--- src/source/ifu_defs.svh ---
// ~~~~~~~~~~~~~~~~~~~~~~~~~~~~~~~~~~~~~~~~~~~~~~~~~~~~~~~~~~
// Fetch unit geometry: cache ways, sets, line size, burst
// length, tag width and instruction queue depth
// ~~~~~~~~~~~~~~~~~~~~~~~~~~~~~~~~~~~~~~~~~~~~~~~~~~~~~~~~~~
`ifndef IFU_DEFS_SVH
`define IFU_DEFS_SVH

// Instruction cache organisation
`define IFU_WAYS        2
`define IFU_SETS        64
`define IFU_LINE_BYTES  32
// 64-bit beats per line refill
`define IFU_BEATS       4
// Address bits [31:11]
`define IFU_TAG_W       21

// Fetch words held between cache and consumer
`define IFU_QUEUE_DEPTH 4

`endif

--- src/source/pc_gen.sv ---
// ~~~~~~~~~~~~~~~~~~~~~~~~~~~~~~~~~~~~~~~~~~~~~~~~~~~~~~~~~~
// Program counter stage, sequential advance and redirect
// ~~~~~~~~~~~~~~~~~~~~~~~~~~~~~~~~~~~~~~~~~~~~~~~~~~~~~~~~~~
`default_nettype none

module pc_gen (
	input  logic        CLK,
	input  logic        arst_n,
	input  logic        redirect_valid,
	input  logic [63:0] redirect_pc,
	output logic [63:0] addr,
	output logic        valid,
	input  logic        ready
);

	localparam logic [63:0] BOOT_ADDR = 64'h0000_1000;
	// One fetch word per step
	localparam logic [63:0] STEP = 64'd8;

	logic run;

	// Goes high one cycle after reset and stays there
	always_ff @(posedge CLK or negedge arst_n) begin
		if (!arst_n) begin
			run <= 1'b0;
		end else begin
			run <= 1'b1;
		end
	end

	// No request during a redirect cycle
	// Cache flushes in that same cycle
	assign valid = run & ~redirect_valid;

	always_ff @(posedge CLK or negedge arst_n) begin
		if (!arst_n) begin
			addr <= BOOT_ADDR;
		end else if (redirect_valid) begin
			// Target forced onto a word boundary
			addr <= {redirect_pc[63:3], 3'b000};
		end else if (valid && ready) begin
			addr <= addr + STEP;
		end
	end

endmodule

`default_nettype wire

--- config.mk ---
export PLATFORM = sky130hd
export DESIGN_NAME = pc_gen
export DESIGN_NICKNAME = d
export VERILOG_FILES = /design/src/source/ifu_defs.svh /design/src/source/pc_gen.sv
export SDC_FILE = /design/constraint.sdc
export NUM_CORES = 1
export LEC_CHECK = 0
export CAP_MARGIN = 15
export CORE_UTILIZATION = 61
export DETAILED_ROUTE_END_ITERATION = 12
export DONT_BUFFER_PORTS = 1
export PLACE_DENSITY = 0.77
export REMOVE_ABC_BUFFERS = 1
export SYNTH_ARGS = -nofsm -noshare
export SYNTH_HDL_FRONTEND = slang
export SYNTH_SLANG_ARGS = --single-unit
--- constraint.sdc ---
create_clock -name CLK -period 2.95 [get_ports CLK]
set_clock_uncertainty 0.05 [all_clocks]
set_input_delay 0.4425 -clock CLK [delete_from_list [all_inputs] [get_ports CLK]]
set_output_delay 0.4425 -clock CLK [all_outputs]
set_load 0.02 [all_outputs]
==> reports/qor.csv, run 1 <==
metric,value,unit
status,completed,
die_w,81.4,um
critPathRequiredTime,3.18,ns
synth_edf_count,0,
power_density,492,nW/um^2
whs,0.157,ns
grt-ovfl-total,0,
vias_per_cell,6.34,
syn-instance-count,448,
first_pass_iters,4,
wl_per_cell,18.0,um
design_area,4190,um^2
synth_async_sr_flop_share,100,%
path_common_cell,or4_1,
syn_area,3850,um^2
synth_flop_cell,dfrtp_1,
pre_cts_slack,0.286,ns
path_clk_slew,0.07,ns
crit_path_max_fanout,6,
path_cells,nand4_1 -> or4_1 -> or4_1 -> or4_1 -> nand3_1,
core_area,5990,um^2
synth-seq-cells,62,
cts_buffers,9,
slowest_stage,or4_1,
vias,3421,
area_growth_syn_to_layout,8.94,%
die_h,81.4,um
clock_latency,0.35,ns
vdd_ir_drop_max,369,uV
slowest_delay,0.63,ns
grt_pass1_vias,3062,
cp.arrival,2.93,ns
drv_cap,0,
pin_count,133,
report.final.slew_viol_count,0,
p_leak,1.65,nW
crit_buf_inv,0,
yosys_warnings,0,
antenna_cells,0,
postCtsSetupRepairBufs,0,
synth_top_area_cell,dfrtp_1,
mostFrequentLayoutCell,nand2_1,
hpwl,7.02,mm
place_area,3990,um^2
fmax,0.370,GHz
multiInputGateArea,2150,um^2
maxSlewHeadroom,64.1,%
grt_start_max_net_pins,124,
mostFrequentLayoutCells,"80 x nand2_1, 61 x dfrtp_1, 40 x o21ai_0, 29 x nand4_1, 26 x xnor2_1",
drc_errors,0,
worstMarginPinSlew,0.538,ns
die_area,6630,um^2
cp_top_family,simple AND/OR/NAND/NOR gates,
place.gp.congestion,0.807,
grt_antenna_before_repair,0,
grt_use_total,30.0,%
crit_type,flop to flop,
drtIter0Drc,237,
final_layout_size_suffix_gt1_share,9.89,%
seqCellArea,1550,um^2
ys_types,43,
setup_slack,0.248,ns
grt_setup_unrepaired,false,
tritoncts,built,
tns,0,ns
nets,529,
fin_crit_sh,91.6,%
ant_nets,0,
startpoint_type,flop,
clock_sinks,62,
synth.avg_cell_area,8.59,um^2
setup_viol,0,
start_util,64.3,%
min_period,2.70,ns
portBuffers,0,
grt_pass1_wl,14.9,mm
nFillCells,464,
h-tree-depth,3,
end_kind,flop,
cts_root_buffer,clkbuf_8,
finalWirelength,9.73,mm
hold_path.class,input port to flop,
num_rows,28,
synth_area_leaders,"dfrtp_1 40%, nand2_1 7.8%, xnor2_1 5.9%",
ys_seq_area_share,40.3,%
finalHoldViolCount,0,
clock_path_buffers,2,
synth_top_area_share,39.6,%
==> area by class of cell <==
| type | instances | share of cell area, % |
|---|---|---|
| clock buffer | 14 | 3.64 |
| timing repair buffer | 25 | 5.01 |
| inverter | 6 | 0.537 |
| clock inverter | 2 | 0.239 |
| multi-input combinational | 356 | 51.3 |
| sequential | 62 | 37.0 |
| tap | 75 | 2.24 |
==> path summary, 6_finish.rpt <==
check                                      from              endpoint  slack, ns  cells past startpoint
max reg2reg                addr[24]$_DFFE_PN0N_  addr[59]$_DFFE_PN0N_       0.25                      5
max in group asynchronous                arst_n  addr[12]$_DFFE_PN1N_       1.97                      2
min                              redirect_valid  addr[37]$_DFFE_PN0N_       0.16                      1
max                        addr[24]$_DFFE_PN0N_  addr[59]$_DFFE_PN0N_       0.25                      5
min in group asynchronous                arst_n   addr[9]$_DFFE_PN0N_       0.60                      2
min reg2reg                addr[61]$_DFFE_PN0N_  addr[61]$_DFFE_PN0N_       0.67                      2
==> layer usage <==
metal / wire, um / track usage (%)
met3: 795 / 8.00
met1: 4280 / 39.9
met2: 4480 / 46.4
met4: 166 / 12.1
met5: 0 / 0
==> cells by family after synthesis <==
logic type / after synthesis / share of synthesized area, %
buf+inv: 32 / 3.96
fa+ha+maj: 1 / 0.325
flops: 62 / 40.3
compound gates: 61 / 9.52
simple gates: 234 / 32.3
mux: 14 / 3.77
other cells: 2 / 0.195
xor+xnor: 42 / 9.55
==> synthesized netlist by cell type (2+ instances only) <==
cell / number
a22oi_1: 7
and3_1: 9
o211ai_1: 2
nor3_1: 14
a31oi_1: 2
or4_1: 7
inv_1: 6
nand3_1: 24
buf_4: 4
buf_6: 2
o311ai_0: 3
xnor2_1: 26
clkbuf_1: 18
clkbuf_2: 2
nor2b_1: 11
a221o_1: 2
or3_1: 3
nor2_1: 12
mux2_2: 4
dfrtp_1: 61
nor4_1: 24
xor2_1: 16
nand4_2: 2
mux2i_1: 10
o21ai_0: 40
conb_1: 2
and4_1: 7
nand2_1: 80
and2_1: 6
nand4_1: 29
==> sequential cells by signal, indices dropped and copies added, names as in the netlist <==
| signal | count |
|---|---|
| run | 1 |
| addr | 61 |
==> power by group <==
part | internal (mW) | switching [mW]
Clock | 0.326 | 0.312
Sequential | 0.931 | 0.186
Combinational | 0.131 | 0.177
Total | 1.39 | 0.674
==> what timing repair did <==
| item | in CTS | in global routing |
|---|---|---|
| gates resized for setup | 0 | 0 |
| hold buffers | 2 | 0 |
| endpoints found under the hold margin | 62 | 0 |
==> per-stage QoR <==
| stage | total power, mW | std cells | utilization, % |
|---|---|---|---|
| 2_1_floorplan | 1.32 | 424 | - |
| 5_1_grt | 2.15 | 540 | 70.0 |
| 3_5_place_dp | 1.42 | 522 | 66.7 |
| 4_1_cts | 2.07 | 540 | 70.0 |
| 6_report | 2.06 | 540 | 70.0 |
| 3_3_place_gp | 1.40 | 522 | 66.7 |
Power figures use the tool's default switching activity.
==> run 2: changes to the inputs <==
--- a/config.mk
+++ b/config.mk
@@ -5,12 +5,15 @@
 export SDC_FILE = /design/constraint.sdc
 export NUM_CORES = 1
 export LEC_CHECK = 0
+export ABC_AREA = 1
+export ABC_CLOCK_PERIOD_IN_PS = 2950
 export CAP_MARGIN = 15
 export CORE_UTILIZATION = 61
 export DETAILED_ROUTE_END_ITERATION = 12
 export DONT_BUFFER_PORTS = 1
 export PLACE_DENSITY = 0.77
 export REMOVE_ABC_BUFFERS = 1
+export SKIP_LAST_GASP = 1
 export SYNTH_ARGS = -nofsm -noshare
 export SYNTH_HDL_FRONTEND = slang
 export SYNTH_SLANG_ARGS = --single-unit
==> reports/qor.csv, run 2 <==
metric,value,unit
worstMarginPinSlew,0.519,ns
grt_use_total,38.6,%
area_growth_syn_to_layout,6.30,%
ys_seq_area_share,32.6,%
wl_per_cell,18.0,um
path_clk_slew,0.08,ns
startpoint_type,flop,
vdd_ir_drop_max,345,uV
grt_pass1_wl,24.5,mm
drtIter0Drc,444,
clock_latency,0.35,ns
fmax,0.468,GHz
synth_area_leaders,"dfrtp_1 32%, nand2_1 18%, nand3_1 7.0%",
finalWirelength,15.1,mm
status,completed,
die_area,8170,um^2
drc_errors,0,
fin_crit_sh,72.4,%
setup_viol,0,
syn-instance-count,736,
top_usage_layer,met2,
crit_type,flop to flop,
synth_top_area_share,32.0,%
die_h,90.4,um
pin_count,133,
postCtsSetupRepairBufs,0,
num_rows,31,
cts_buffers,9,
finalHoldViolCount,0,
critPathRequiredTime,3.13,ns
top_register,addr,
grt_pass1_vias,4756,
largest_register_ffs,61,
syn_area,4760,um^2
vias,4950,
synth_top_area_cell,dfrtp_1,
grt_antenna_before_repair,0,
p_total,2.37,mW
met1_usage,51.7,%
h-tree-depth,3,
mostFrequentLayoutCell,nand2_1,
portBuffers,0,
ant_nets,0,
start_util,64.3,%
p_leak,2.20,nW
synth.avg_cell_area,6.47,um^2
drv_cap,0,
die_w,90.4,um
use_met2,63.7,%
cts_root_buffer,clkbuf_8,
synth-seq-cells,62,
grt_setup_unrepaired,false,
maxSlewHeadroom,65.3,%
top_regs,"addr x61, run x1",
ctsHoldBuffers,2,
first_pass_iters,6,
power_density,469,nW/um^2
gr-usage-met3,7.07,%
clock_sinks,62,
grt_start_max_net_pins,63,
synth_flop_cell,dfrtp_1,
core_area,7410,um^2
mostFrequentLayoutCells,"228 x nand2_1, 89 x nor2_1, 83 x inv_1, 67 x nand3_1, 61 x dfrtp_1",
cts_resized,0,
antenna_cells,0,
yosys-top-cells-count,"228 x nand2_1, 89 x nor2_1, 83 x inv_1",
final_layout_size_suffix_gt1_share,10.1,%
nFillCells,661,
place.gp.congestion,0.950,
nets,804,
post-synth-top-count-cell,nand2_1,
synth_async_sr_flop_share,100,%
yosys_warnings,0,
crit_path_max_fanout,18,
clock_path_buffers,2,
tritoncts,built,
tns,0,ns
grt-ovfl-total,0,
ys_types,35,
hold_path.class,input port to flop,
min_period,2.13,ns
vias_per_cell,5.90,
end_kind,flop,
cp.arrival,2.32,ns
hpwl,11.2,mm
synth_edf_count,0,
report.final.slew_viol_count,0,
## run 2: cell types whose count changed after synthesis, sizes merged, moves of 9 or more
cell / previous run / this run
a22o: 0 / 10
and3: 9 / 0
clkbuf: 20 / 9
inv: 6 / 92
mux2i: 10 / 0
nand2: 80 / 238
nand3: 24 / 70
nand4: 31 / 17
nor2: 12 / 119
nor2b: 11 / 0
nor3: 14 / 4
nor4: 25 / 1
o21bai: 0 / 14
xnor2: 26 / 9
## run 2: metrics by stage
stage	hold slack, ns	setup slack, ns	cell area (um^2)	utilization, %	instances
floorplan	0.0969	0.603	4670	-	718
global placement	0.0980	0.899	4830	65.2	821
detailed placement	0.0981	0.840	4830	65.2	821
CTS	0.163	0.851	5060	68.3	839
global route	0.172	0.610	5060	68.3	839
finish	0.164	0.815	5060	68.3	839
## run 2: critical path, stage by stage, from the launching register on
cell     delay [ns]
dfrtp_1        0.40
nand2_2        0.22
inv_2          0.14
nand2_1        0.42
inv_1          0.29
buf_4          0.28
nand3_1        0.13
nand3_1        0.07
## run 2: per-layer routing
metal	wire (um)	vias to the layer above	part of all wire, %
met5	0	-	0
met4	350	0	2.3
met3	1550	39	10
met2	6970	293	46
met1	6230	2274	41
li1	-	2344	-
## run 2: cell type report
| type | instances | area [um^2] | share of cell area (%) |
|---|---|---|---|
| Clock buffer | 9 | 124 | 2.45 |
| Clock inverter | 7 | 75.1 | 1.48 |
| Inverter | 92 | 345 | 6.82 |
| Multi-Input combinational cell | 564 | 2780 | 54.8 |
| Sequential cell | 62 | 1550 | 30.7 |
| Tap cell | 99 | 124 | 2.45 |
| Timing Repair Buffer | 6 | 67.6 | 1.33 |
## run 2: worst paths after layout
check	start	endpoint	slack, ns	depth (start not counted)
min in group asynchronous	arst_n	addr[8]$_DFFE_PN0N_	0.61	2
hold reg to reg	addr[12]$_DFFE_PN1N_	addr[12]$_DFFE_PN1N_	0.61	2
setup reg to reg	run$_DFF_PN0_	addr[41]$_DFFE_PN0N_	0.82	7
max in group asynchronous	arst_n	addr[12]$_DFFE_PN1N_	1.94	2
setup / recovery	run$_DFF_PN0_	addr[41]$_DFFE_PN0N_	0.82	7
hold / removal	redirect_pc[5]	addr[5]$_DFFE_PN0N_	0.16	2
## run 2: kinds of logic after synthesis
kind of cell	Yosys count	share of synthesized area, %
buffers and inverters	112	9.30
other	2	0.158
flip-flops	62	32.6
AO/OA/AOI/OAI	84	11.1
adder cells (fa/ha/maj)	1	0.263
XOR/XNOR	23	4.23
AND/OR/NAND/NOR	452	42.3
## run 2: report_power, final
group | switching (mW) | total [mW] | leakage (nW) | internal, mW
logic | 0.239 | 0.379 | 1.37 | 0.139
clock network | 0.389 | 0.780 | 0.0914 | 0.391
registers | 0.278 | 1.21 | 0.746 | 0.937
==> run 3: changes to the inputs <==
--- a/config.mk
+++ b/config.mk
@@ -5,8 +5,8 @@
 export SDC_FILE = /design/constraint.sdc
 export NUM_CORES = 1
 export LEC_CHECK = 0
-export ABC_AREA = 1
-export ABC_CLOCK_PERIOD_IN_PS = 2950
+export ABC_AREA = 0
+export ABC_CLOCK_PERIOD_IN_PS = 2120
 export CAP_MARGIN = 15
 export CORE_UTILIZATION = 61
 export DETAILED_ROUTE_END_ITERATION = 12
==> constraint.sdc (replaced) <==
create_clock -name CLK -period 2.12 [get_ports CLK]
set_clock_uncertainty 0.05 [all_clocks]
set_input_delay 0.318 -clock CLK [delete_from_list [all_inputs] [get_ports CLK]]
set_output_delay 0.318 -clock CLK [all_outputs]
set_load 0.02 [all_outputs]
==> reports/qor.csv, run 3 (synthesis results as in run 1) <==
metric,value,unit
status,"complete, but fails checks",
failed_checks,setup timing,
route.met2.wl,6.01,mm
seqCellArea,1550,um^2
grt_pass1_wl,17.4,mm
cp.depth,5,
cts_buffers,9,
path_clk_slew,0.07,ns
start_util,64.3,%
p_int,2.12,mW
finalHoldViolCount,0,
timing.rr.end,addr[59]$_DFFE_PN0N_,
h-tree-depth,3,
antenna_cells,0,
design_area,5070,um^2
p_sw_share,33.1,%
grt_setup_unrepaired,true,
die_w,81.4,um
rrSetupSlack,-0.20,ns
wl_per_cell,20.2,um
die_area,6630,um^2
maxSlewHeadroom,59.9,%
pin_count,133,
p_comb_share,24.7,%
drv_cap,0,
r2r-start,addr[12]$_DFFE_PN1N_,
cp_top_family,simple AND/OR/NAND/NOR gates,
grt_pass1_vias,3688,
hold_path.class,input port to flop,
final_layout_size_suffix_gt1_share,27.8,%
drtIter0Drc,452,
drc_errors,0,
setup_viol,18,
nFillCells,322,
grt_start_max_net_pins,124,
grt-ovfl-total,0,
place_area,4480,um^2
slowest_stage,or4_4,
num_rows,28,
multiInputGateArea,2410,um^2
worstMarginPinSlew,0.601,ns
top_regs,"addr x61, run x1",
routedLengthMet1,4.84,mm
power_frac_clock,30.9,%
vias_per_cell,6.55,
finalWirelength,12.4,mm
slowest_delay,0.62,ns
ant_nets,0,
p_leak,2.22,nW
report.final.slew_viol_count,0,
top_register,addr,
clock_latency,0.35,ns
crit_buf_inv,0,
nets,604,
fmax,0.431,GHz
tritoncts,built,
end_kind,flop,
ff2ff_path_depth,5,
min_period,2.32,ns
crit_path_end,addr[59]$_DFFE_PN0N_,
vdd_ir_drop_max,593,uV
portBuffers,0,
crit_type,flop to flop,
fin_crit_sh,109,%
largest_register_ffs,61,
path_cells,and4_4 -> nand4_1 -> or4_4 -> or4_1 -> nand3_1,
vias,4026,
crit_start,addr[12]$_DFFE_PN1N_,
clock_sinks,62,
hpwl,8.14,mm
power_density,624,nW/um^2
area_growth_syn_to_layout,31.7,%
cp.arrival,2.55,ns
mostFrequentLayoutCells,"95 x buf_4, 80 x nand2_1, 61 x dfrtp_1, 37 x o21ai_0, 29 x nand4_1",
p_total,3.16,mW
critPathRequiredTime,2.35,ns
place.gp.congestion,0.829,
startpoint_type,flop,
grt_use_total,35.4,%
top_layer,met4,
die_h,81.4,um
clock_path_buffers,2,
first_pass_iters,6,
met3_length,1.15,mm
grt_antenna_before_repair,0,
pwr-share-seq,44.3,%
crit_path_max_fanout,4,
mostFrequentLayoutCell,buf_4,
setup_slack,-0.199,ns
switchingPower,1.05,mW
cts_root_buffer,clkbuf_8,
core_area,5990,um^2
-- run 3: cell count changes in the layout (fill, tap and decap cells not counted), moves of 14 or more --
cell | previous run | this run
nor2_1 | 89 | 12
nand3_1 | 67 | 24
o21bai_1 | 14 | 0
xnor2_1 | 9 | 26
nand2_1 | 228 | 80
inv_1 | 83 | 6
nor2_2 | 20 | 0
buf_4 | 4 | 95
-- run 3: stage by stage --
stage | worst slack, ns | util (%) | hold WS, ns | setup TNS, ns | std cells
global route | -0.226 | 84.6 | 0.00816 | -2.80 | 615
finish | -0.199 | 84.6 | 0.00850 | -1.15 | 615
detailed placement | -0.199 | 74.8 | -0.0262 | -0.720 | 587
CTS | -0.172 | 79.9 | 0.0223 | -0.430 | 606
global placement | -0.120 | 74.8 | -0.0264 | -0.296 | 587
floorplan | -0.541 | - | -0.0276 | -2.50 | 424
-- run 3: timing repair --
item,in CTS,in global routing
endpoints found under the setup margin,11,28
endpoints found under the hold margin,62,0
hold buffers,2,0
buffers inserted,1,9
gates resized for setup,13,39
pin swaps,5,24
-- run 3: worst min path at each step --
| stage | from | end | slack, ns | depth (start not counted) |
|---|---|---|---|---|
| 2_1_floorplan | arst_n | addr[10]$_DFFE_PN0N_ | -0.03 | 0 |
| 3_3_place_gp | arst_n | addr[13]$_DFFE_PN0N_ | -0.03 | 0 |
| 3_5_place_dp | arst_n | addr[13]$_DFFE_PN0N_ | -0.03 | 0 |
| 4_1_cts | redirect_valid | addr[12]$_DFFE_PN1N_ | 0.02 | 1 |
| 5_1_grt | redirect_valid | addr[37]$_DFFE_PN0N_ | 0.008 | 1 |
| 6_report | redirect_valid | addr[37]$_DFFE_PN0N_ | 0.008 | 1 |
-- run 3: final cells by class --
type	instances	share of cell area (%)
tap	75	1.85
sequential	62	30.6
timing repair buffer	100	15.8
clock buffer	13	3.33
inverter	6	0.444
multi-input combinational	356	47.6
clock inverter	3	0.345
-- run 3: power groups by stage --
stage | sequential [mW] | combinational (mW) | clock, mW
after global routing | 1.41 | 0.841 | 1.03
final | 1.40 | 0.783 | 0.979
after global placement | 1.40 | 0.684 | 0
after detailed placement | 1.41 | 0.706 | 0
after CTS | 1.39 | 0.752 | 0.973
after floorplan | 1.59 | 0.243 | 0
-- run 3: per-layer routing --
metal  GRT usage [%]  up-vias
met3            8.22       46
li1                -     1809
met2            59.0      268
met5           0.833        -
met1            43.4     1903
met4            16.3        0
