### src/source/ifu_defs.svh
// ~~~~~~~~~~~~~~~~~~~~~~~~~~~~~~~~~~~~~~~~~~~~~~~~~~~~~~~~~~
// Fetch unit geometry: cache ways, sets, line size, burst
// length, tag width and instruction queue depth
// ~~~~~~~~~~~~~~~~~~~~~~~~~~~~~~~~~~~~~~~~~~~~~~~~~~~~~~~~~~
`ifndef IFU_DEFS_SVH
`define IFU_DEFS_SVH

// Instruction cache organisation
`define IFU_WAYS        2
`define IFU_SETS        64
`define IFU_LINE_BYTES  32
// 64-bit beats per line refill
`define IFU_BEATS       4
// Address bits [31:11]
`define IFU_TAG_W       21

// Fetch words held between cache and consumer
`define IFU_QUEUE_DEPTH 4

`endif

### src/source/ifu_pkg.sv
// ~~~~~~~~~~~~~~~~~~~~~~~~~~~~~~~~~~~~~~~~~~~~~~~~~~~~~~~~~~
// Fetch word union and cache state encoding
// ~~~~~~~~~~~~~~~~~~~~~~~~~~~~~~~~~~~~~~~~~~~~~~~~~~~~~~~~~~
`default_nettype none

package ifu_pkg;

	// Two instructions per fetch word
	// Lower address sits in the low half, handed out first
	typedef struct packed {
		logic [31:0] hi;
		logic [31:0] lo;
	} fetch_slots_t;

	// Same 64 bits seen as bus beat or as instruction pair
	typedef union packed {
		logic [63:0]  raw;
		fetch_slots_t slot;
	} fetch_word_t;

	// Cache control states
	typedef enum logic [1:0] {
		IDLE  = 2'd0,
		CHECK = 2'd1,
		MISS  = 2'd2,
		FENCE = 2'd3
	} ic_state_t;

endpackage

`default_nettype wire

### src/source/fetch_if.sv
// ~~~~~~~~~~~~~~~~~~~~~~~~~~~~~~~~~~~~~~~~~~~~~~~~~~~~~~~~~~
// Cache to queue fetch word channel
// ~~~~~~~~~~~~~~~~~~~~~~~~~~~~~~~~~~~~~~~~~~~~~~~~~~~~~~~~~~
`default_nettype none

interface fetch_if;

	// Address of the word, 8-byte aligned
	logic [63:0]         pc;
	ifu_pkg::fetch_word_t word;
	// Valid/ready pair, payload held while valid waits
	logic                valid;
	logic                ready;

	// Cache side
	modport producer (output pc, output word, output valid, input ready);

	// Queue side
	modport consumer (input pc, input word, input valid, output ready);

endinterface

`default_nettype wire

### src/source/instr_queue.sv
// ~~~~~~~~~~~~~~~~~~~~~~~~~~~~~~~~~~~~~~~~~~~~~~~~~~~~~~~~~~
// Fetch word queue, splits words into instructions
// ~~~~~~~~~~~~~~~~~~~~~~~~~~~~~~~~~~~~~~~~~~~~~~~~~~~~~~~~~~
`default_nettype none
`include "ifu_defs.svh"

module instr_queue (
	input  logic        CLK,
	input  logic        arst_n,
	input  logic        flush,
	fetch_if.consumer   fetch,
	output logic        instr_valid,
	output logic [63:0] instr_pc,
	output logic [31:0] instr,
	input  logic        instr_ready
);

	localparam int DEPTH = `IFU_QUEUE_DEPTH;
	localparam int PTR_W = $clog2(DEPTH);

	logic [63:0]          pc_mem [DEPTH];
	ifu_pkg::fetch_word_t word_mem [DEPTH];
	logic [PTR_W-1:0]     wr_ptr;
	logic [PTR_W-1:0]     rd_ptr;
	logic [PTR_W:0]       count;
	// Low when the lo slot of the head is on offer
	logic                 half;
	logic                 wr_fire;
	logic                 pop_word;
	ifu_pkg::fetch_word_t head;

	assign fetch.ready = (count != (PTR_W + 1)'(DEPTH));
	assign wr_fire     = fetch.valid & fetch.ready & ~flush;

	assign head        = word_mem[rd_ptr];
	// Nothing leaves in a redirect cycle
	assign instr_valid = (count != '0) & ~flush;
	assign instr       = half ? head.slot.hi : head.slot.lo;
	assign instr_pc    = half ? pc_mem[rd_ptr] + 64'd4 : pc_mem[rd_ptr];
	// Head word retires with its second instruction
	assign pop_word    = instr_valid & instr_ready & half;

	always_ff @(posedge CLK) begin
		if (wr_fire) begin
			pc_mem[wr_ptr]   <= fetch.pc;
			word_mem[wr_ptr] <= fetch.word;
		end
	end

	always_ff @(posedge CLK or negedge arst_n) begin
		if (!arst_n) begin
			wr_ptr <= '0;
			rd_ptr <= '0;
			count  <= '0;
			half   <= 1'b0;
		end else if (flush) begin
			wr_ptr <= '0;
			rd_ptr <= '0;
			count  <= '0;
			half   <= 1'b0;
		end else begin
			if (wr_fire) begin
				wr_ptr <= wr_ptr + 1'b1;
			end
			if (instr_valid && instr_ready) begin
				half <= ~half;
			end
			if (pop_word) begin
				rd_ptr <= rd_ptr + 1'b1;
			end
			count <= count + (PTR_W + 1)'(wr_fire) - (PTR_W + 1)'(pop_word);
		end
	end

	// Full and not draining means nothing gets in
	a_no_write_full: assert property (@(posedge CLK) disable iff (!arst_n)
		count == (PTR_W + 1)'(DEPTH) && !flush && !pop_word |=> count == (PTR_W + 1)'(DEPTH));

endmodule

`default_nettype wire

### src/flat_wrapper.sv
// flat-port wrapper written by rule: the top's interface ports become plain ports
module instr_queue_flat 
  (CLK, arst_n, flush, instr_valid, instr_pc, instr, instr_ready, fetch_pc, fetch_word, fetch_valid, fetch_ready);
  fetch_if fetch_i ();
  input  logic CLK;
  input  logic arst_n;
  input  logic flush;
  output logic instr_valid;
  output logic [63:0] instr_pc;
  output logic [31:0] instr;
  input  logic instr_ready;
  input wire logic [$bits(fetch_i.pc)-1:0] fetch_pc;
  input wire logic [$bits(fetch_i.word)-1:0] fetch_word;
  input wire logic [$bits(fetch_i.valid)-1:0] fetch_valid;
  output wire logic [$bits(fetch_i.ready)-1:0] fetch_ready;
  assign fetch_i.pc = fetch_pc;
  assign fetch_i.word = fetch_word;
  assign fetch_i.valid = fetch_valid;
  assign fetch_ready = fetch_i.ready;
  instr_queue u_core (.CLK(CLK), .arst_n(arst_n), .flush(flush), .fetch(fetch_i), .instr_valid(instr_valid), .instr_pc(instr_pc), .instr(instr), .instr_ready(instr_ready));
endmodule
### config.mk
export PLATFORM = sky130hd
export DESIGN_NAME = instr_queue_flat
export DESIGN_NICKNAME = d
export VERILOG_FILES = /design/src/source/ifu_pkg.sv /design/src/source/fetch_if.sv /design/src/source/instr_queue.sv /design/src/flat_wrapper.sv
export VERILOG_INCLUDE_DIRS = /design/src /design/src/source
export SDC_FILE = /design/constraint.sdc
export NUM_CORES = 1
export LEC_CHECK = 0
export ABC_AREA = 0
export BUFFER_PORTS_ARGS = -buffer_cell sky130_fd_sc_hd__buf_2
export CAP_MARGIN = 20
export CORE_MARGIN = 2
export CORE_UTILIZATION = 58
export CTS_CLUSTER_SIZE = 16
export DETAILED_ROUTE_END_ITERATION = 10
export GPL_TIMING_DRIVEN = 0
export PLACE_DENSITY_LB_ADDON = 0.15
export SLEW_MARGIN = 20
export SYNTH_ARGS = -nofsm -noshare
export SYNTH_HDL_FRONTEND = slang
export SYNTH_SLANG_ARGS = --single-unit
### constraint.sdc
create_clock -name CLK -period 5.9 [get_ports CLK]
set_input_delay 0.295 -clock CLK [delete_from_list [all_inputs] [get_ports CLK]]
set_output_delay 0.295 -clock CLK [all_outputs]
set_load 0.05 [all_outputs]
==> out/results.txt, run 1 <==
dpl hpwl - 28500 um
detailed-route wire length - 44800 um
CTS Buffer Depth - 3
Core Area - 35500 sq um
Die H - 194 um
crit path capture type - output port
area of the multi-input gates - 4990 sq um
crit-path most repeated cell - buf_2
CP Launch Type - flop
crit-path cells - buf_4 > buf_4 > buf_4 > buf_2 > buf_2 > buf_1 > buf_2 > mux4_2 > nand2_1 > nand2_1 > buf_2
setup violators final - 0
Buf+Inv Stages, Crit Path - 8
required time of the critical path - 5.61 ns
clk sink count - 520
Final Util - 72.6%
Worst path max stage delay - 0.63 ns
static leakage - 8.84 nW
Fill cells - 2129
register area - 15600 sq um
reported max-cap violation count - 0
first-pass GRT wire length - 69000 um
Peak VDD IR - 0.289 mV
Final ANT Viol Nets - 0
# DRC - 0
layout cell share with drive strength beyond 1 - 30.6%
fin crit share - 76.1%
post-CTS setup buffer count - 0
Power Internal - 6.33 mW
GR Overflow Total - 0
Worst EP arrival - 4.19 ns
CTS H-tree depth - 2
hold_buf cts - 130
Yosys cell types - 39
Switching Fraction - 24.6%
Final min period - 4.49 ns
number of global-route vias before repair - 12200
Initial Util - 58.8%
RSZ-0062 raised after global routing - no
via count - 11400
syn_area_per_cell - 19.9 sq um
antenna cell count - 0
HP Class - in -> reg
Iter 0 DRT Violations - 727
initial antenna violation count - 0
DR WL/cell - 22.7 um
sequential share of the synthesized area - 74.6%
sw power - 2.06 mW
die area - 37500 sq um
Area Growth Syn to Fin - 23.5%
Cell Rows - 69
Critical Setup Path Class - reg -> out
Root Driver - clkbuf_16
Clock transition at path regs - 0.06 ns
Yosys Warn Count - 0
GRT Total Usage - 24.3%
Synth Register Bits - 520
CP max stage cell - buf_1
synthesized net count - 1189
CTS tree - yes
largest net degree at the start of global routing - 48
# port buffers - 230
Pre-antenna DRT Iters - 5
Achievable Freq - 223 MHz
total CTS buffers - 51
cell family with the largest share of critical-path delay - buffers and inverters
Final Skew - 0.00868 ns
Comb pwr share - 12.4%
Final Max Slew Viols - 0
Chip Width - 194 um
measured slew at the worst slew-check pin - 0.777 ns
Max FO, Critical Path - 10
max-slew headroom at the worst pin - 48.2%
pwr/cell area - 326 nW/um^2
mean number of vias per cell - 5.77
gpl congestion - 0.860
Clk pwr share - 36.8%
Seq pwr share - 50.8%
outcome - finished, final reports clean
# resized after CTS - 0
Post-Syn Area - 20900 sq um
I/O Pins - 231
Final Power - 8.39 mW
Post-Syn Instances - 1048
Nets - 1613
worst skew pair latency - 0.58 ns
Fin. Hold Viols - 0
==> layout by cell type, fill, tap and decap left out, types with 5 or more instances in the layout <==
| master | instances |
|---|---|
| nand4_1 | 21 |
| and3_1 | 8 |
| xnor2_1 | 40 |
| nand3_1 | 23 |
| clkinv_2 | 6 |
| clkinv_1 | 11 |
| dfrtp_1 | 8 |
| nor3_1 | 13 |
| nand2_1 | 133 |
| buf_2 | 243 |
| nor4_1 | 10 |
| ha_1 | 7 |
| clkbuf_16 | 53 |
| mux4_2 | 117 |
| clkbuf_1 | 27 |
| nor2_1 | 30 |
| mux4_1 | 11 |
| edfxtp_1 | 512 |
| buf_4 | 5 |
| dlygate4sd3_1 | 130 |
| inv_1 | 14 |
| buf_16 | 9 |
| xor2_1 | 27 |
==> worst min-delay path: cells and delay by family <==
kind	cells	cell delay (ns)
xor+xnor	1	0.13
simple gates	2	0.10
buf+inv	1	0.08
==> stage by stage <==
step                      setup slack (ns)  hold WS (ns)  instance area (sq um)  std cells  TNS, ns
after floorplan                       1.20     -0.000591                  20900       1048        0
after global placement              -0.906         0.149                  22600       1739  -442.78
after detailed placement              1.95         0.143                  22900       1750        0
after CTS                             1.31        0.0440                  25800       1972        0
after global routing                  1.14         0.109                  25800       1972        0
final                                 1.41        0.0681                  25800       1972        0
==> synthesized netlist by cell type (all sizes together) <==
library cell	number	share of area, %
mux4	128	14
and2b	1	0.036
nor4	16	0.79
nand4	24	0.85
or3	2	0.060
nand2b	2	0.060
fa	1	0.096
nor3	13	0.31
nor2	30	0.54
xor2	27	1.1
nand3	23	0.55
or4	1	0.054
nand2	133	2.4
dfrtp	8	0.96
nor2b	1	0.030
and4	4	0.17
xnor2	40	1.7
and4bb	1	0.060
a21oi	1	0.024
or2	1	0.030
nand4b	2	0.084
nor4b	1	0.042
and3	8	0.24
buf	29	1.0
inv	14	0.25
clkbuf	11	0.20
edfxtp	512	74
and2	7	0.21
ha	7	0.42
==> state kept, by name, indices dropped and copies added, names as in the netlist <==
signal,flops
u_core.half,1
u_core.rd_ptr,2
u_core.wr_ptr,2
u_core.word_mem,256
u_core.count,3
u_core.pc_mem,256
==> final cells by class <==
class	instances	share of cell area, %
repair buffers	371	10.6
clock inverters	22	0.685
multi-input cells	474	19.4
clock buffers	70	5.43
flip-flops and latches	520	60.4
well taps	461	2.24
plain buffers	40	1.00
inverters	14	0.204
==> power groups by stage <==
stage / logic [mW] / registers, mW / clock network, mW
floorplan: 0.652 / 4.35 / 0
global placement: 0.933 / 4.37 / 0
detailed placement: 0.973 / 4.34 / 0
CTS: 1.05 / 4.26 / 3.12
global route: 1.11 / 4.27 / 3.28
finish: 1.04 / 4.26 / 3.09
==> final timing paths <==
check / to / slack, ns / from / cells past startpoint
setup / recovery: instr[14] / 1.41 / u_core.rd_ptr[1] / 11
hold / removal: u_core.half / 0.07 / instr_ready / 4
setup reg to reg: u_core.count[2] / 2.94 / u_core.half / 11
hold reg to reg: u_core.count[2] / 0.60 / u_core.count[2] / 2
max in group asynchronous: u_core.rd_ptr[1] / 5.62 / arst_n / 2
min in group asynchronous: u_core.count[2] / 0.11 / arst_n / 2
==> routing by layer <==
layer / vias to the layer above / global-route usage (%) / share of wire (%)
li1: 5085 / - / -
met3: 86 / 4.35 / 6.7
met1: 5770 / 31.5 / 39
met4: 0 / 8.68 / 2.8
met2: 432 / 42.0 / 51
met5: - / 0 / 0
==> logic make-up (layout without fill, tap and decap cells) <==
group           after synthesis  in the layout  synth area share, %
mux                         128            128                 14.0
fa+ha+maj                     8              8                0.516
simple gates                270            270                 6.51
buf+inv                      54            517                 1.49
xor+xnor                     67             67                 2.81
compound gates                1              1               0.0240
flops                       520            520                 74.6
(Power assumes the default switching activity.)
==> run 2: changes to the inputs <==
--- a/config.mk
+++ b/config.mk
@@ -10,7 +10,7 @@
 export BUFFER_PORTS_ARGS = -buffer_cell sky130_fd_sc_hd__buf_2
 export CAP_MARGIN = 20
 export CORE_MARGIN = 2
-export CORE_UTILIZATION = 58
+export CORE_UTILIZATION = 53
 export CTS_CLUSTER_SIZE = 16
 export DETAILED_ROUTE_END_ITERATION = 10
 export GPL_TIMING_DRIVEN = 0
==> constraint.sdc (replaced) <==
create_clock -name CLK -period 3.9 [get_ports CLK]
set_input_delay 0.195 -clock CLK [delete_from_list [all_inputs] [get_ports CLK]]
set_output_delay 0.195 -clock CLK [all_outputs]
set_load 0.05 [all_outputs]
==> run 2 against run 1 <==
Sequential share of layout area fell by 1.3 points. Sequential cell count did not move. Non-clock buffer count rose by 19. Combinational power rose by 54%. Clock skew rose by 0.014 ns. Register-to-register slack got worse by 2.2 ns. Die area rose by 9.2%. Largest power group unchanged.
==> out/results.txt, run 2 (synthesis gave the netlist of run 1 again) <==
pwr/cell area - 500 nW/um^2 (was 326 nW/um^2)
Power Internal - 9.92 mW (was 6.33 mW)
Switching Fraction - 24.6% (about the same)
HP Class - in -> reg (unchanged)
measured slew at the worst slew-check pin - 0.888 ns (was 0.777 ns)
Area Growth Syn to Fin - 26.3% (was 23.5%)
Achievable Freq - 263 MHz
Fin. Hold Viols - 0 (unchanged)
Seq pwr share - 49.0% (was 50.8%)
via count - 11400 (about the same)
crit path capture type - output port (unchanged)
GR Overflow Total - 0 (unchanged)
commonest cells after routing, fill and taps aside - edfxtp_1 (512), buf_2 (227), nand2_1 (133), dlygate4sd3_1 (133), mux4_2 (120) (was edfxtp_1 (512), buf_2 (243), nand2_1 (133))
Initial Util - 53.9% (was 58.8%)
CTS Buffer Depth - 3 (unchanged)
number of global-route vias before repair - 12000 (was 12200)
Max FO, Critical Path - 10 (unchanged)
Iter 0 DRT Violations - 714 (was 727)
Final ANT Viol Nets - 0 (unchanged)
Core Area - 38700 sq um (was 35500 sq um)
Root Driver - clkbuf_16 (unchanged)
Pre-antenna DRT Iters - 5 (unchanged)
static leakage - 9.07 nW (was 8.84 nW)
required time of the critical path - 3.70 ns (was 5.61 ns)
first-pass GRT wire length - 69300 um (was 69000 um)
Clk pwr share - 38.9% (was 36.8%)
fin crit share - 97.6%
worst skew pair latency - 0.59 ns (was 0.58 ns)
most common cell after layout, fill and taps aside - edfxtp_1 (unchanged)
Post-Layout Cell Count - 2060 (was 1972)
largest net degree at the start of global routing - 46 (was 48)
CP Launch Type - flop (unchanged)
Nets - 1634 (was 1613)
gpl congestion - 0.834 (was 0.860)
max-slew headroom at the worst pin - 40.8% (was 48.2%)
Comb pwr share - 12.1% (was 12.4%)
Chip Width - 202 um (was 194 um)
clk sink count - 520 (unchanged)
Cell Rows - 72 (was 69)
Peak VDD IR - 0.462 mV (was 0.289 mV)
dpl hpwl - 29100 um (was 28500 um)
DR WL/cell - 22.1 um (was 22.7 um)
GRT Total Usage - 22.5% (was 24.3%)
outcome - finished, final reports clean (unchanged)
RSZ-0062 raised after global routing - yes (was no)
Final Util - 68.0% (was 72.6%)
Clock transition at path regs - 0.06 ns (about the same)
initial antenna violation count - 4 (was 0)
detailed-route wire length - 45500 um (was 44800 um)
Die H - 202 um (was 194 um)
biggest regs - u_core.pc_mem x256, u_core.word_mem x256, u_core.count x3 (unchanged)
Final min period - 3.81 ns
layout cell share with drive strength beyond 1 - 33.4% (was 30.6%)
mean number of vias per cell - 5.54 (was 5.77)
die area - 41000 sq um (was 37500 sq um)
Final Max Slew Viols - 0 (unchanged)
Final Power - 13.2 mW (was 8.39 mW)
# DRC - 0 (unchanged)
sw power - 3.24 mW (was 2.06 mW)
CTS H-tree depth - 2 (unchanged)
setup violators final - 0 (unchanged)
reported max-cap violation count - 0 (unchanged)
CTS tree - yes (unchanged)
total CTS buffers - 53 (was 51)
Worst EP arrival - 3.61 ns (was 4.19 ns)
Critical Setup Path Class - reg -> out (unchanged)
I/O Pins - 231 (unchanged)
DP Cell Count - 1808 (was 1750)
# port buffers - 230 (unchanged)
Final Skew - 0.0223 ns (was 0.00868 ns)
[run 2: area by class of cell]
cell class,instances,area [sq um]
sequential,520,15600
clock inverter,43,398
timing repair buffer,390,2920
buffer,40,295
fill,2610,12400
multi-input combinational,474,5060
inverter,14,52.6
antenna,4,10.0
tap,518,648
clock buffer,57,1380
[run 2: power groups by stage]
stage	Clock (mW)	Combinational (mW)	Sequential (mW)
2_1_floorplan	0	0.987	6.56
3_5_place_dp	0	1.48	6.56
6_report	5.12	1.60	6.45
4_1_cts	5.21	1.60	6.45
3_3_place_gp	0	1.43	6.58
5_1_grt	5.42	1.70	6.46
[run 2: path summary, 6_finish.rpt]
check / slack (ns) / to / from / cells after the start
worst max-delay path: 0.09 / instr_pc[54] / u_core.rd_ptr[0] / 12
worst min-delay path: 0.34 / u_core.word_mem[0][15] / fetch_word[15] / 2
worst max register to register: 0.72 / u_core.count[2] / u_core.half / 11
worst min register to register: 0.58 / u_core.wr_ptr[1] / u_core.wr_ptr[1] / 2
max in group asynchronous: 3.00 / u_core.rd_ptr[1] / arst_n / 3
min in group asynchronous: 0.63 / u_core.wr_ptr[1] / arst_n / 3
[run 2: worst max-delay path, stage by stage, from the launching register on]
cell	delay, ns
dfrtp_1	0.38
buf_6	0.14
buf_12	0.14
buf_6	0.16
buf_6	0.18
mux4_2	0.41
nand3_1	0.23
nor4_2	0.41
nand4_1	0.14
buf_4	0.18
nor3_1	0.18
xor2_1	0.21
buf_4	0.23
[run 2: stage by stage]
step                instance area, sq um  hold WS (ns)  setup TNS [ns]  setup slack [ns]
floorplan                          20900        -0.101               0             0.564
global placement                   22700        0.0473         -205.38            -0.435
detailed placement                 23000        0.0477               0            0.0622
CTS                                26200         0.299               0            0.0142
global route                       26300         0.334          -0.194           -0.0601
finish                             26300         0.339               0            0.0941
[run 2: timing repair]
item	CTS	global route
hold buffers	133	0
endpoints found under the setup margin	75	34
setup buffers	10	5
hold endpoints to repair	525	0
gates resized for setup	18	30
pin swaps	6	6
gates cloned	0	0
[run 2: routing by layer]
metal	wire, um	vias to the layer above	GRT usage [%]
met3	2510	84	3.92
met4	1130	0	6.83
li1	-	5129	-
met1	18800	5823	29.8
met2	23000	367	38.4
met5	0	-	0
==> run 3: changes to the inputs <==
--- a/config.mk
+++ b/config.mk
@@ -9,8 +9,10 @@
 export ABC_AREA = 0
 export BUFFER_PORTS_ARGS = -buffer_cell sky130_fd_sc_hd__buf_2
 export CAP_MARGIN = 20
+export CORE_ASPECT_RATIO = 1.5
 export CORE_MARGIN = 2
-export CORE_UTILIZATION = 53
+export CORE_UTILIZATION = 55
+export CTS_BUF_LIST = sky130_fd_sc_hd__clkbuf_4 sky130_fd_sc_hd__clkbuf_8
 export CTS_CLUSTER_SIZE = 16
 export DETAILED_ROUTE_END_ITERATION = 10
 export GPL_TIMING_DRIVEN = 0
==> run 3 against run 2 <==
Non-clock buffer count increased by 7. Core utilization is 1.5 points higher. Setup slack gained 0.015 ns. Final cell count up 0.34%. Largest cell class unchanged. Highest routed layer is now met5.
==> out/results.txt, run 3 (synthesis gave the netlist of run 1 again) <==
CP Depth - 11 (was 12)
static leakage - 9.03 nW (was 9.07 nW)
worst skew pair latency - 0.63 ns (was 0.59 ns)
via count - 11600 (was 11400)
pwr/cell area - 472 nW/um^2 (was 500 nW/um^2)
Core Area - 37600 sq um (was 38700 sq um)
Pre-antenna DRT Iters - 5 (unchanged)
Buf+Inv Stages, Crit Path - 5 (was 6)
dpl hpwl - 29000 um (was 29100 um)
Worst EP arrival - 3.60 ns (was 3.61 ns)
final setup TNS - 0 ns (unchanged)
Clock transition at path regs - 0.06 ns (about the same)
# DRC - 0 (unchanged)
reported max-cap violation count - 0 (unchanged)
Fill cells - 2506 (was 2610)
CTS tree - yes (unchanged)
total CTS buffers - 75 (was 53)
Critical R2R Launch - u_core.half (unchanged)
most common cell after layout, fill and taps aside - edfxtp_1 (unchanged)
Iter 0 DRT Violations - 787 (was 714)
Final min period - 3.79 ns (was 3.81 ns)
Cell Rows - 87 (was 72)
area of the multi-input gates - 5120 sq um (was 5060 sq um)
Fin. Hold Viols - 0 (unchanged)
Final Max Slew Viols - 0 (unchanged)
final instance area - 26100 sq um (was 26300 sq um)
R2R depth - 11 (unchanged)
Achievable Freq - 264 MHz (was 263 MHz)
detailed-route wire length - 45800 um (was 45500 um)
crit path capture type - output port (unchanged)
GRT Total Usage - 23.9% (was 22.5%)
r2r setup slk - 0.78 ns (was 0.72 ns)
clk sink count - 520 (unchanged)
first-pass GRT wire length - 70300 um (was 69300 um)
initial antenna violation count - 4 (unchanged)
Worst path max stage delay - 0.49 ns (was 0.41 ns)
Peak VDD IR - 0.356 mV (was 0.462 mV)
commonest cells after routing, fill and taps aside - edfxtp_1 (512), buf_2 (217), dlygate4sd3_1 (133) (was edfxtp_1 (512), buf_2 (227), nand2_1 (133), dlygate4sd3_1 (133), mux4_2 (120))
CP Launch Point - u_core.rd_ptr[0] (unchanged)
I/O Pins - 231 (unchanged)
crit-path most repeated cell - buf_8 (was buf_6)
Nets - 1663 (was 1634)
number of global-route vias before repair - 12700 (was 12000)
r2r endpoint - u_core.count[2] (unchanged)
crit-path cells - buf_6 > buf_12 > buf_8 > buf_8 > mux4_2 > nand3_1 > or3_1 > nor4_4 > nand4b_1 > xnor2_2 > buf_4 (was buf_6 > buf_12 > buf_6 > buf_6 > mux4_2 > nand3_1 > nor4_2 > nand4_1 > buf_4 > nor3_1 > xor2_1 > buf_4)
max-slew headroom at the worst pin - 45.7% (was 40.8%)
register area - 15600 sq um (unchanged)
Max FO, Critical Path - 10 (unchanged)
GR Overflow Total - 0 (unchanged)
die area - 39500 sq um (was 41000 sq um)
CP max stage cell - or3_1 (was mux4_2)
Final Skew - 0.0283 ns (was 0.0223 ns)
biggest regs - u_core.pc_mem x256, u_core.word_mem x256, u_core.count x3 (unchanged)
CTS Buffer Depth - 3 (unchanged)
Initial Util - 55.6% (was 53.9%)
Area Growth Syn to Fin - 25.2% (was 26.3%)
fin crit share - 97.2% (was 97.6%)
layout cell share with drive strength beyond 1 - 35.8% (was 33.4%)
Critical Setup Path Class - reg -> out (unchanged)
measured slew at the worst slew-check pin - 0.815 ns (was 0.888 ns)
Final ANT Viol Nets - 0 (unchanged)
gpl congestion - 0.809 (was 0.834)
Chip Width - 163 um (was 202 um)
mean number of vias per cell - 5.60 (was 5.54)
CTS H-tree depth - 3 (was 2)
Root Driver - clkbuf_8 (was clkbuf_16)
DR WL/cell - 22.2 um (was 22.1 um)
largest net degree at the start of global routing - 45 (was 46)
required time of the critical path - 3.70 ns (about the same)
outcome - finished, final reports clean (unchanged)
worst setup path end - instr_pc[57] (was instr_pc[54])
Die H - 243 um (was 202 um)
HP Class - in -> reg (unchanged)
cell family with the largest share of critical-path delay - simple AND/OR/NAND/NOR gates (was buffers and inverters)
Final Power - 12.3 mW (was 13.2 mW)
CP Launch Type - flop (unchanged)
setup violators final - 0 (unchanged)
Post-DP Area - 22900 sq um (was 23000 sq um)
# port buffers - 230 (unchanged)
==> run 3: changes by cell type in the layout (fill, tap and decap cells not counted), sizes merged <==
cell	delta
clkbuf	+48
clkinv	-8
buf	+5
bufinv	-4
clkinvlp	-4
diode	-1
==> run 3: stage by stage <==
step / instances / hold WS (ns) / util (%) / worst slack [ns]
after floorplan: 1048 / -0.101 / - / 0.564
final: 2067 / 0.322 / 69.6 / 0.109
after CTS: 2053 / 0.262 / 69.1 / -0.0227
after detailed placement: 1779 / 0.0503 / 61.0 / -0.0650
after global placement: 1767 / 0.0473 / 60.3 / -0.483
after global routing: 2067 / 0.301 / 69.6 / -0.0128
==> run 3: worst min-delay path by stage <==
| stage | startpoint | end | slack [ns] | cells after the start |
|---|---|---|---|---|
| CTS | fetch_word[3] | u_core.word_mem[0][3] | 0.26 | 2 |
| floorplan | arst_n | u_core.count[0] | -0.10 | 0 |
| global placement | arst_n | u_core.half | 0.05 | 1 |
| detailed placement | arst_n | u_core.half | 0.05 | 1 |
| finish | fetch_word[9] | u_core.word_mem[0][9] | 0.32 | 2 |
| global route | fetch_word[41] | u_core.word_mem[2][41] | 0.30 | 2 |
==> run 3: layer usage <==
metal | vias to the layer above | wire length [um] | part of all wire, % | GRT usage, %
li1 | 5169 | - | - | -
met1 | 5911 | 17000 | 37 | 27.7
met2 | 399 | 24700 | 54 | 43.3
met3 | 91 | 2710 | 5.9 | 4.69
met4 | 2 | 1360 | 3.0 | 9.58
met5 | - | 12 | 0.026 | 0
==> run 3: repair_timing <==
item | in CTS | in global routing
hold buffers | 133 | 0
buffers inserted | 11 | 11
endpoints found under the setup margin | 78 | 34
pin swaps | 6 | 11
endpoints found under the hold margin | 525 | 0
resized for setup | 39 | 33
==> run 3: power by group <==
part	leakage, nW	switching [mW]	internal [mW]	total, mW
sequential	4.76	0.0533	6.39	6.45
clock	0.775	1.94	2.31	4.25
combinational	3.49	1.10	0.518	1.62
total	9.03	3.09	9.22	12.3
==> run 3: cell type report <==
cell class	count	share of cell area (%)
inverters	14	0.201
repair buffers	397	11.4
diodes	3	0.0287
clock buffers	103	4.88
plain buffers	40	1.14
well taps	489	2.34
flip-flops and latches	520	59.6
multi-input cells	474	19.6
clock inverters	27	0.785
